$ cat src/hdl/sched_geometry_pkg.sv
package sched_geometry_pkg;

    // two bank groups of four banks
    localparam int num_banks       = 8;
    localparam int bank_group_bits = 1;
    localparam int bank_bits       = 2;
    localparam int bank_index_bits = 3;  // {bank group, bank}

    localparam int row_bits   = 8;
    localparam int col_bits   = 4;
    localparam int paddr_bits = 15;  // row | bank group | bank | col, msb to lsb
    localparam int data_bits  = 32;

    // per bank queue
    localparam int queue_depth    = 4;
    localparam int queue_ptr_bits = $clog2(queue_depth);

    typedef logic [bank_group_bits-1:0] bank_group_t;
    typedef logic [bank_bits-1:0]       bank_t;
    typedef logic [bank_index_bits-1:0] bank_index_t;
    typedef logic [row_bits-1:0]        row_t;
    typedef logic [col_bits-1:0]        col_t;
    typedef logic [data_bits-1:0]       data_t;
    typedef logic [paddr_bits-1:0]      paddr_t;

    // one queued access, address already split
    typedef struct packed {
        bank_group_t bank_group;
        bank_t       bank;
        row_t        row;
        col_t        col;
        logic        write;  // 0 read, 1 write
        data_t       data;   // only meaningful for writes
    } mem_request_t;

endpackage

$ cat src/hdl/dram_cmd_pkg.sv
package dram_cmd_pkg;

    // same encoding as the controller expects on cmd_out
    typedef enum logic [1:0] {
        cmd_read      = 2'd0,
        cmd_write     = 2'd1,
        cmd_activate  = 2'd2,
        cmd_precharge = 2'd3
    } dram_cmd_t;

    // output register state of the picker
    typedef enum logic {
        idle  = 1'b0,
        issue = 1'b1  // valid_out asserted
    } picker_state_t;

    // cycles a bank is blocked after the command
    localparam int activate_latency  = 8;
    localparam int precharge_latency = 5;

    // wide enough for the longer of the two
    localparam int timer_bits = $clog2(activate_latency + 1);

endpackage

$ cat src/hdl/bank_status_if.sv
`timescale 1ns/10ps

interface bank_status_if;
    import sched_geometry_pkg::*;

    // state per bank, from the tracker
    logic [num_banks-1:0] open;
    row_t [num_banks-1:0] open_row;
    logic [num_banks-1:0] busy;

    // orders from the picker, one cycle each, never both at once
    logic        activate_strobe;
    logic        precharge_strobe;
    bank_index_t order_bank;
    row_t        order_row;  // row to open on activate

    modport tracker (
        output open, open_row, busy,
        input  activate_strobe, precharge_strobe, order_bank, order_row
    );

    modport user (
        input  open, open_row, busy,
        output activate_strobe, precharge_strobe, order_bank, order_row
    );

endinterface

$ cat src/hdl/queue_head_if.sv
`timescale 1ns/10ps

interface queue_head_if;
    import sched_geometry_pkg::*;

    // head entry of every bank queue
    mem_request_t [num_banks-1:0] head;
    logic         [num_banks-1:0] empty;  // head invalid when set

    // one cycle strobe per bank, removes the head
    logic [num_banks-1:0] pop;

    modport producer (
        output head, empty,
        input  pop
    );

    modport consumer (
        input  head, empty,
        output pop
    );

endinterface

$ cat src/hdl/bank_queues.sv
`timescale 1ns/10ps

module bank_queues (
    input  logic                       clk_in,
    input  logic                       rst_in,
    input  logic                       valid_in,
    input  logic                       write_in,
    input  sched_geometry_pkg::paddr_t addr_in,
    input  sched_geometry_pkg::data_t  data_in,
    output logic                       queue_full,
    queue_head_if.producer             heads
);
    import sched_geometry_pkg::*;

    mem_request_t req;
    bank_index_t  wr_bank;
    logic         push;
    logic [num_banks-1:0] push_bank;

    logic [queue_ptr_bits-1:0] rd_ptr [num_banks];
    logic [queue_ptr_bits-1:0] wr_ptr [num_banks];
    logic [queue_ptr_bits:0]   count  [num_banks];
    logic [num_banks-1:0]      full;

    mem_request_t queue_mem [num_banks][queue_depth];

    // address split, col at the bottom and row at the top
    assign req.col        = addr_in[col_bits-1:0];
    assign req.bank       = addr_in[col_bits +: bank_bits];
    assign req.bank_group = addr_in[col_bits + bank_bits +: bank_group_bits];
    assign req.row        = addr_in[paddr_bits-1 -: row_bits];
    assign req.write      = write_in;
    assign req.data       = data_in;

    assign wr_bank    = {req.bank_group, req.bank};
    assign queue_full = full[wr_bank];  // level for the addressed bank only
    assign push       = valid_in && !queue_full;  // full drops the request

    always_ff @(posedge clk_in) begin
        if (push) begin
            queue_mem[wr_bank][wr_ptr[wr_bank]] <= req;
        end
    end

    for (genvar b = 0; b < num_banks; b++) begin : g_queue
        assign push_bank[b] = push && (wr_bank == bank_index_t'(b));
        assign full[b]      = (count[b] == queue_depth[queue_ptr_bits:0]);

        always_ff @(posedge clk_in or posedge rst_in) begin
            if (rst_in) begin
                rd_ptr[b] <= '0;
                wr_ptr[b] <= '0;
                count[b]  <= '0;
            end else begin
                if (push_bank[b]) wr_ptr[b] <= wr_ptr[b] + 1'b1;  // wraps at depth
                if (heads.pop[b]) rd_ptr[b] <= rd_ptr[b] + 1'b1;
                case ({push_bank[b], heads.pop[b]})
                    2'b10:   count[b] <= count[b] + 1'b1;
                    2'b01:   count[b] <= count[b] - 1'b1;
                    default: count[b] <= count[b];  // none, or push and pop together
                endcase
            end
        end

        assign heads.head[b]  = queue_mem[b][rd_ptr[b]];
        assign heads.empty[b] = (count[b] == '0);
    end

endmodule

$ cat src/hdl/bank_tracker.sv
`timescale 1ns/10ps

module bank_tracker (
    input  logic          clk_in,
    input  logic          rst_in,
    bank_status_if.tracker status
);
    import sched_geometry_pkg::*;
    import dram_cmd_pkg::*;

    logic                  open_q  [num_banks];
    row_t                  row_q   [num_banks];
    logic [timer_bits-1:0] timer_q [num_banks];

    logic [num_banks-1:0] act_hit;
    logic [num_banks-1:0] pre_hit;

    for (genvar b = 0; b < num_banks; b++) begin : g_bank
        // order addressed to this bank
        assign act_hit[b] = status.activate_strobe && (status.order_bank == bank_index_t'(b));
        assign pre_hit[b] = status.precharge_strobe && (status.order_bank == bank_index_t'(b));

        always_ff @(posedge clk_in or posedge rst_in) begin
            if (rst_in) begin
                open_q[b]  <= 1'b0;
                row_q[b]   <= '0;
                timer_q[b] <= '0;
            end else if (act_hit[b]) begin
                open_q[b]  <= 1'b1;
                row_q[b]   <= status.order_row;
                timer_q[b] <= timer_bits'(activate_latency);
            end else if (pre_hit[b]) begin
                open_q[b]  <= 1'b0;  // row kept, ignored while closed
                timer_q[b] <= timer_bits'(precharge_latency);
            end else if (timer_q[b] != '0) begin
                timer_q[b] <= timer_q[b] - 1'b1;
            end
        end

        // busy for exactly the latency in cycles after the order edge
        assign status.busy[b]     = (timer_q[b] != '0);
        assign status.open[b]     = open_q[b];
        assign status.open_row[b] = row_q[b];
    end

endmodule

$ cat src/hdl/command_picker.sv
`timescale 1ns/10ps

module command_picker (
    input  logic                             clk_in,
    input  logic                             rst_in,
    input  logic                             cmd_ready,
    queue_head_if.consumer                   heads,
    bank_status_if.user                      status,
    output logic                             valid_out,
    output dram_cmd_pkg::dram_cmd_t          cmd_out,
    output sched_geometry_pkg::bank_group_t  bank_group_out,
    output sched_geometry_pkg::bank_t        bank_out,
    output sched_geometry_pkg::row_t         row_out,
    output sched_geometry_pkg::col_t         col_out,
    output sched_geometry_pkg::data_t        data_out
);
    import sched_geometry_pkg::*;
    import dram_cmd_pkg::*;

    logic                 found;
    bank_index_t          pick_bank;
    mem_request_t         pick;
    dram_cmd_t            next_cmd;
    logic                 issue_now;
    logic                 is_access;
    logic [num_banks-1:0] pop_vec;
    picker_state_t        state;

    // lowest bank with work that is not blocked
    always_comb begin
        found     = 1'b0;
        pick_bank = '0;
        for (int b = 0; b < num_banks; b++) begin
            if (!found && !heads.empty[b] && !status.busy[b]) begin
                found     = 1'b1;
                pick_bank = bank_index_t'(b);
            end
        end
    end

    assign pick = heads.head[pick_bank];

    always_comb begin
        if (!status.open[pick_bank]) begin
            next_cmd = cmd_activate;
        end else if (status.open_row[pick_bank] == pick.row) begin
            next_cmd = pick.write ? cmd_write : cmd_read;  // row hit
        end else begin
            next_cmd = cmd_precharge;  // wrong row open
        end
    end

    assign issue_now = cmd_ready && found;
    assign is_access = (next_cmd == cmd_read) || (next_cmd == cmd_write);

    // only an access retires the head
    always_comb begin
        pop_vec = '0;
        if (issue_now && is_access) pop_vec[pick_bank] = 1'b1;
    end
    assign heads.pop = pop_vec;

    assign status.activate_strobe  = issue_now && (next_cmd == cmd_activate);
    assign status.precharge_strobe = issue_now && (next_cmd == cmd_precharge);
    assign status.order_bank       = pick_bank;
    assign status.order_row        = pick.row;

    always_ff @(posedge clk_in or posedge rst_in) begin
        if (rst_in) begin
            state          <= idle;
            cmd_out        <= cmd_read;
            bank_group_out <= '0;
            bank_out       <= '0;
            row_out        <= '0;
            col_out        <= '0;
            data_out       <= '0;
        end else begin
            state <= issue_now ? issue : idle;
            if (issue_now) begin  // fields hold between commands
                cmd_out        <= next_cmd;
                bank_group_out <= pick.bank_group;
                bank_out       <= pick.bank;
                row_out        <= pick.row;
                col_out        <= pick.col;
                data_out       <= (next_cmd == cmd_write) ? pick.data : '0;
            end
        end
    end

    assign valid_out = (state == issue);

endmodule

$ cat src/hdl/request_scheduler.sv
`timescale 1ns/10ps

module request_scheduler (
    input  logic                            clk_in,
    input  logic                            rst_in,
    input  logic                            valid_in,
    input  logic                            write_in,
    input  sched_geometry_pkg::paddr_t      addr_in,
    input  sched_geometry_pkg::data_t       data_in,
    input  logic                            cmd_ready,
    output logic                            queue_full,
    output logic                            valid_out,
    output dram_cmd_pkg::dram_cmd_t         cmd_out,
    output sched_geometry_pkg::bank_group_t bank_group_out,
    output sched_geometry_pkg::bank_t       bank_out,
    output sched_geometry_pkg::row_t        row_out,
    output sched_geometry_pkg::col_t        col_out,
    output sched_geometry_pkg::data_t       data_out
);

    queue_head_if  heads ();
    bank_status_if status ();

    // requests in, one fifo per bank
    bank_queues queues0 (
        .clk_in     (clk_in),
        .rst_in     (rst_in),
        .valid_in   (valid_in),
        .write_in   (write_in),
        .addr_in    (addr_in),
        .data_in    (data_in),
        .queue_full (queue_full),
        .heads      (heads.producer)
    );

    // open rows and busy timers, steered by the picker
    bank_tracker tracker0 (
        .clk_in (clk_in),
        .rst_in (rst_in),
        .status (status.tracker)
    );

    command_picker picker0 (
        .clk_in         (clk_in),
        .rst_in         (rst_in),
        .cmd_ready      (cmd_ready),
        .heads          (heads.consumer),
        .status         (status.user),
        .valid_out      (valid_out),
        .cmd_out        (cmd_out),
        .bank_group_out (bank_group_out),
        .bank_out       (bank_out),
        .row_out        (row_out),
        .col_out        (col_out),
        .data_out       (data_out)
    );

endmodule

$ cat config.mk
export PLATFORM = sky130hd
export DESIGN_NAME = request_scheduler
export DESIGN_NICKNAME = d
export VERILOG_FILES = /design/src/hdl/sched_geometry_pkg.sv /design/src/hdl/dram_cmd_pkg.sv /design/src/hdl/bank_status_if.sv /design/src/hdl/queue_head_if.sv /design/src/hdl/bank_queues.sv /design/src/hdl/bank_tracker.sv /design/src/hdl/command_picker.sv /design/src/hdl/request_scheduler.sv
export SDC_FILE = /design/constraint.sdc
export NUM_CORES = 2
export LEC_CHECK = 0
export ABC_AREA = 1
export BUFFER_PORTS_ARGS = -buffer_cell sky130_fd_sc_hd__buf_4
export CAP_MARGIN = 20
export CORE_ASPECT_RATIO = 1.75
export CORE_MARGIN = 1.5
export CORE_UTILIZATION = 55
export DETAILED_ROUTE_END_ITERATION = 7
export PLACE_DENSITY = 0.71
export SETUP_SLACK_MARGIN = 0.2
export SLEW_MARGIN = 20
export SYNTH_ARGS = -nofsm -noshare
export SYNTH_HDL_FRONTEND = slang
export SYNTH_SLANG_ARGS = --single-unit
$ cat constraint.sdc
create_clock -name clk_in -period 21.4 [get_ports clk_in]
set_input_delay 3.21 -clock clk_in [delete_from_list [all_inputs] [get_ports clk_in]]
set_output_delay 3.21 -clock clk_in [all_outputs]
set_load 0.05 [all_outputs]
After elaboration in Yosys (flattened, before gate mapping)
Memory sizes are Yosys's and may differ from the RTL's.
Index checks and enable logic that the tools add are counted.
Cells by class
  add/sub/neg operators: 40
  multiply operators: 0
  div/mod/pow operators: 0
  order comparisons: 14
  eq/ne operators: 42
  shifts and indexed selects: 0
  mux-type cells: 110
  bitwise logic cells: 10
  reductions and logical operators: 114
Operators with widths (number)
  $mux W48: 18
  $bmux W48 S2: 8
  $mux W192: 1
  $bmux W48 S3: 1
  $demux W48 S2: 1
  $mux W4: 24
  $eq A3 B3 Y1 const B: 16
  $pmux W3 S2: 8
  $logic_and A1 B1 Y1: 46
  $add A2 B1 Y2 const B: 16
  $mux W32: 1
  $reduce_bool A2 Y1: 16
  $reduce_bool A4 Y1: 8
  $sub A4 B1 Y4 const B: 8
  $mux W1: 31
  $logic_not A3 Y1: 10
  $ge A3 B3 Y1 const B: 9
  $not A2 Y3: 9
  $add A3 B1 Y3 const B: 8
  $bmux W8 S3: 1
  $logic_not A1 Y1: 24
  $reduce_bool A3 Y1: 8
  $sub A3 B1 Y3 const B: 8
  $eq A2 B2 Y1 const B: 10
  other kinds (17): 40
Word-level totals
  flip-flop bits (word level): 210
  latch bits: 0
  RAM bits: 1536
  ROM bits: 0
  output and inout bits: 51
  logic and storage cells: 386
  memories kept: 1
Memories
  queues0.queue_mem: depth 8, width 192, rd ports 8, clocked after memory_dff 0, wr ports 1, line bank_queues.sv:25  | mem_request_t queue_mem [num_banks][queue_depth];

Longest topological paths before layout
  word-level depth: 43
  mapped depth: 33
  gate-level depth less buffers: 32

Hierarchy
A second synthesis with hierarchy kept.
Unflattened totals
  cells, all modules: 5675
  area total of the unflattened synthesis: 70353.7 µm²
Modules (own cells, without submodules)
  bank_queues: instances 1, cells each 4100, area each 59503.3 µm²
  command_picker: instances 1, cells each 1067, area each 6142.1 µm²
  bank_tracker: instances 1, cells each 508, area each 4708.3 µm²

Worst setup path after synthesis
Ideal clock, no wire load.
  path type: input -> output
  from: in addr_in[4]
  to: out queue_full
  arrival time: 4.492 ns
  data required time: 18.190 ns
  slack: 13.698 ns
  stages: 5
  buffers on the path: 0
  cell sequence: nor2_1 nand3_1 nand3_1 a311oi_1 a21oi_1
Between the ends
  cells in the longest elaborated chain, start to end: 2
RTL lines
  start: declaration: line request_scheduler.sv:8  | input sched_geometry_pkg::paddr_t addr_in,
  $bmux W1 S3: line bank_queues.sv:36  | assign queue_full = full[wr_bank];
  $mux W1 (implied by the code): line bank_queues.sv:36
  end: declaration: line request_scheduler.sv:11  | output logic queue_full,
Every way passes these cells. The select of a mux whose other input is x is not followed.

Worst setup path after layout
Same ends and word-level chain as after synthesis.

==> run metrics <==
Core ar. 126000 sq um; GPL Wtd Cong 0.949; XOR/XNOR share of the synthesized area 0.666%; # resized after CTS 0; R2R setup slack 14620 ps; Setup WS post-layout between 10000 and 15000 ps; global routing's busiest layer met2; TritonCTS clock tree done; clk_skew 34.7 ps; area leader, netlist edfxtp_1; initial antenna violation count 10; WL per Instance 28.6 microns; setup_tns 0 ps; fill count 9350; Syn Nets 5613; die extent in x 272 microns; P&R area growth vs syn 10.8%; clk buf depth 3; GRT Overall Usage 32.5%; via count 47290; count of non-filler cells in the finished layout 7338; f_max 124 MHz; Final setup violation count 0; commonest non-fill, non-tap cell in the layout edfxtp_1; relative slew slack roughly 17%; TritonCTS Buffers ~150; min Tclk post-route 8090 ps; ANT nets after route 0; worst vdd ir 0.205 mV; drt drc 0; vias in the first global route around 46000; multiplexer share of the synthesized area 0%; CP endpoint kind output port; Final nets ~5600; Register Area roughly 51000 sq um; RR Startpoint tracker0.timer_q[28]$_DFFE_PP0P_; static leakage 0.0273 uW; DR iter-0 viols 6194; Simple-Gate Fraction of Synth Area 9.42%; worst slew pin tran 1230 ps; buffers added on ports 102; Post-Place Cells between 7000 and 8000; number of synthesized flops with an enable pin 1536; CTS root buf clkbuf_16; die span in y 474 microns; Finished Cell Area slightly below 80000 sq um; YS warnings 0; Crit path required time 18190 ps; register area share after synthesis 73.7%; top cells by area in the synthesized netlist edfxtp_1 (66%), dfrtp_1 (7.5%), o21ai_0 (5.3%); global-route wire length before repair 300 mm; Final Routed Wirelength 210 mm; final hold vios 0; # IOs 103; die footprint 129000 sq um; R2R Path End queues0.count[14]$_DFFE_PP0P_; CTS H-tree lvls 4; Top FF cell, synth edfxtp_1; status completed; main combinational cell family by area after synthesis compound AO/OA/AOI/OAI gates; Yosys top cell area share 66.2%; period utilisation layout 37.8%; HP Class register to register; Synth Area in Compound Gates 12.5%; met2 usage 54.6%; crit path max fanout 35; PwrDens 125 nW/um^2; share of layout cells above drive strength 1 10.0%; met1 GRT Util 37.2%; clock sink count approximately 1700; Yosys reg bits 1746; Post-CTS Hold Fix Bufs 0; vias per cell 6.44; worst r2r path cells 27; crit path from addr_in[4]; Setup Buffers After CTS 0; Max Slew Vio Count 0; site row count 172; placement-stage cell area 72300 sq um; multi-input logic area 16500 sq um; grt ovf 0; DP Worst Slack 13360 ps; most frequent cells in the layout edfxtp_1 (1536), nand2_1 (865), o21ai_0 (745); largest net degree at the start of global routing 95; post-synthesis cell count between 5000 and 6000; syn avg cell area around 13 sq um; DP HPWL 119 mm; Worst-path clk slew 70 ps; type of origin of the critical path primary input; RSZ-0062 raised after global routing no; Unique masters post-synth 56; GRT met3 Usage 5.83%; crit path to queue_full; Starting Density a little under three fifths; clock latency at the later pin of the worst-skew pair 790 ps; post-layout util 61.5%; Async SR Flop Fraction 12.0%; drt first pass iters 6; max-cap violations 0; crit path DAT 4880 ps; adder-cell share of the synthesized area less than 1%; Mapped Area 69700 sq um; CP Class primary input to output port
## worst min-delay path by stage
stage                     slack (ps)                                   to                                start  depth (start not counted)
after global placement           460  tracker0.status.open[0]$_DFFE_PP0P_  tracker0.status.open[0]$_DFFE_PP0P_                          2
after global routing             500  tracker0.status.open[4]$_DFFE_PP0P_  tracker0.status.open[4]$_DFFE_PP0P_                          2
after CTS                        480  tracker0.status.open[4]$_DFFE_PP0P_  tracker0.status.open[4]$_DFFE_PP0P_                          2
after floorplan                  440  tracker0.status.open[0]$_DFFE_PP0P_  tracker0.status.open[0]$_DFFE_PP0P_                          2
after detailed placement         460  tracker0.status.open[4]$_DFFE_PP0P_  tracker0.status.open[4]$_DFFE_PP0P_                          2
final                            480  tracker0.status.open[1]$_DFFE_PP0P_  tracker0.status.open[1]$_DFFE_PP0P_                          2
## worst max-delay path, cell delays in order
cell and delay [ps]:
buf_4 300, inv_1 110, nor2_1 360, nand3_1 140, nand3_1 100, a311oi_1 50, a21oi_1 330, buf_4 270
## synth_stat cells (9+ instances only)
| master | count |
|---|---|
| edfxtp_1 | 1536 |
| nand2_1 | 869 |
| o21ai_0 | 745 |
| nor2_1 | 655 |
| o22ai_1 | 390 |
| clkbuf_1 | 268 |
| dfrtp_1 | 210 |
| inv_1 | 183 |
| a21oi_1 | 177 |
| nand3_1 | 64 |
| a32o_1 | 57 |
| a221oi_1 | 36 |
| xor2_1 | 32 |
| o21ai_2 | 30 |
| buf_1 | 28 |
| buf_2 | 26 |
| ha_1 | 24 |
| xnor2_1 | 21 |
| nor2_2 | 17 |
| nand2_2 | 16 |
| clkinv_1 | 13 |
| a22oi_1 | 10 |
| a32oi_1 | 10 |
| nor3_1 | 10 |
| o21ai_1 | 10 |
| o221ai_1 | 9 |
## through the flow
stage,hold slack (ps),power [uW]
floorplan,442,5750
global placement,456,6900
detailed placement,465,6940
CTS,477,9630
global route,504,10000
finish,482,9690
## cell type report
class | count | share of cell area, %
diodes | 12 | 0.0389
clock buffers | 194 | 5.31
clock inverters | 81 | 1.03
inverters | 201 | 1.02
multi-input cells | 3248 | 21.4
flip-flops and latches | 1746 | 66.6
well taps | 1653 | 2.68
repair buffers | 203 | 1.97
## state kept, by name, summed over array words and instances, names as in the netlist, 2 cells and up
register and cells:
picker0.col_out 4, queues0.rd_ptr 16, picker0.row_out 8, queues0.wr_ptr 16
tracker0.timer_q 32, picker0.cmd_out 2, picker0.data_out 32, queues0.count 24
tracker0.status.open_row 64, queues0.queue_mem 1536, tracker0.status.open 8, picker0.bank_out 2
## power by group
part,internal [uW],switching (uW)
sequential,3910,113
combinational,678,2250
clock,1520,1220
## routing by layer
metal	vias to the layer above	share of wire, %
met4	2	8.4
met1	23256	33
met3	775	9.4
met2	3110	49
li1	20147	-
met5	-	0.0072
## cells by family (layout without fill, tap and decap cells)
kind of cell,count (synthesis),in the layout
DFF,1746,1746
xor gates and xnor gates,53,53
buffers and inverters,535,679
and+or+nand+nor,1660,1660
AOI/OAI and AO/OA,1503,1503
other,0,12
adders and majority gates,32,32
No activity file was read; power rests on OpenSTA's default activity.
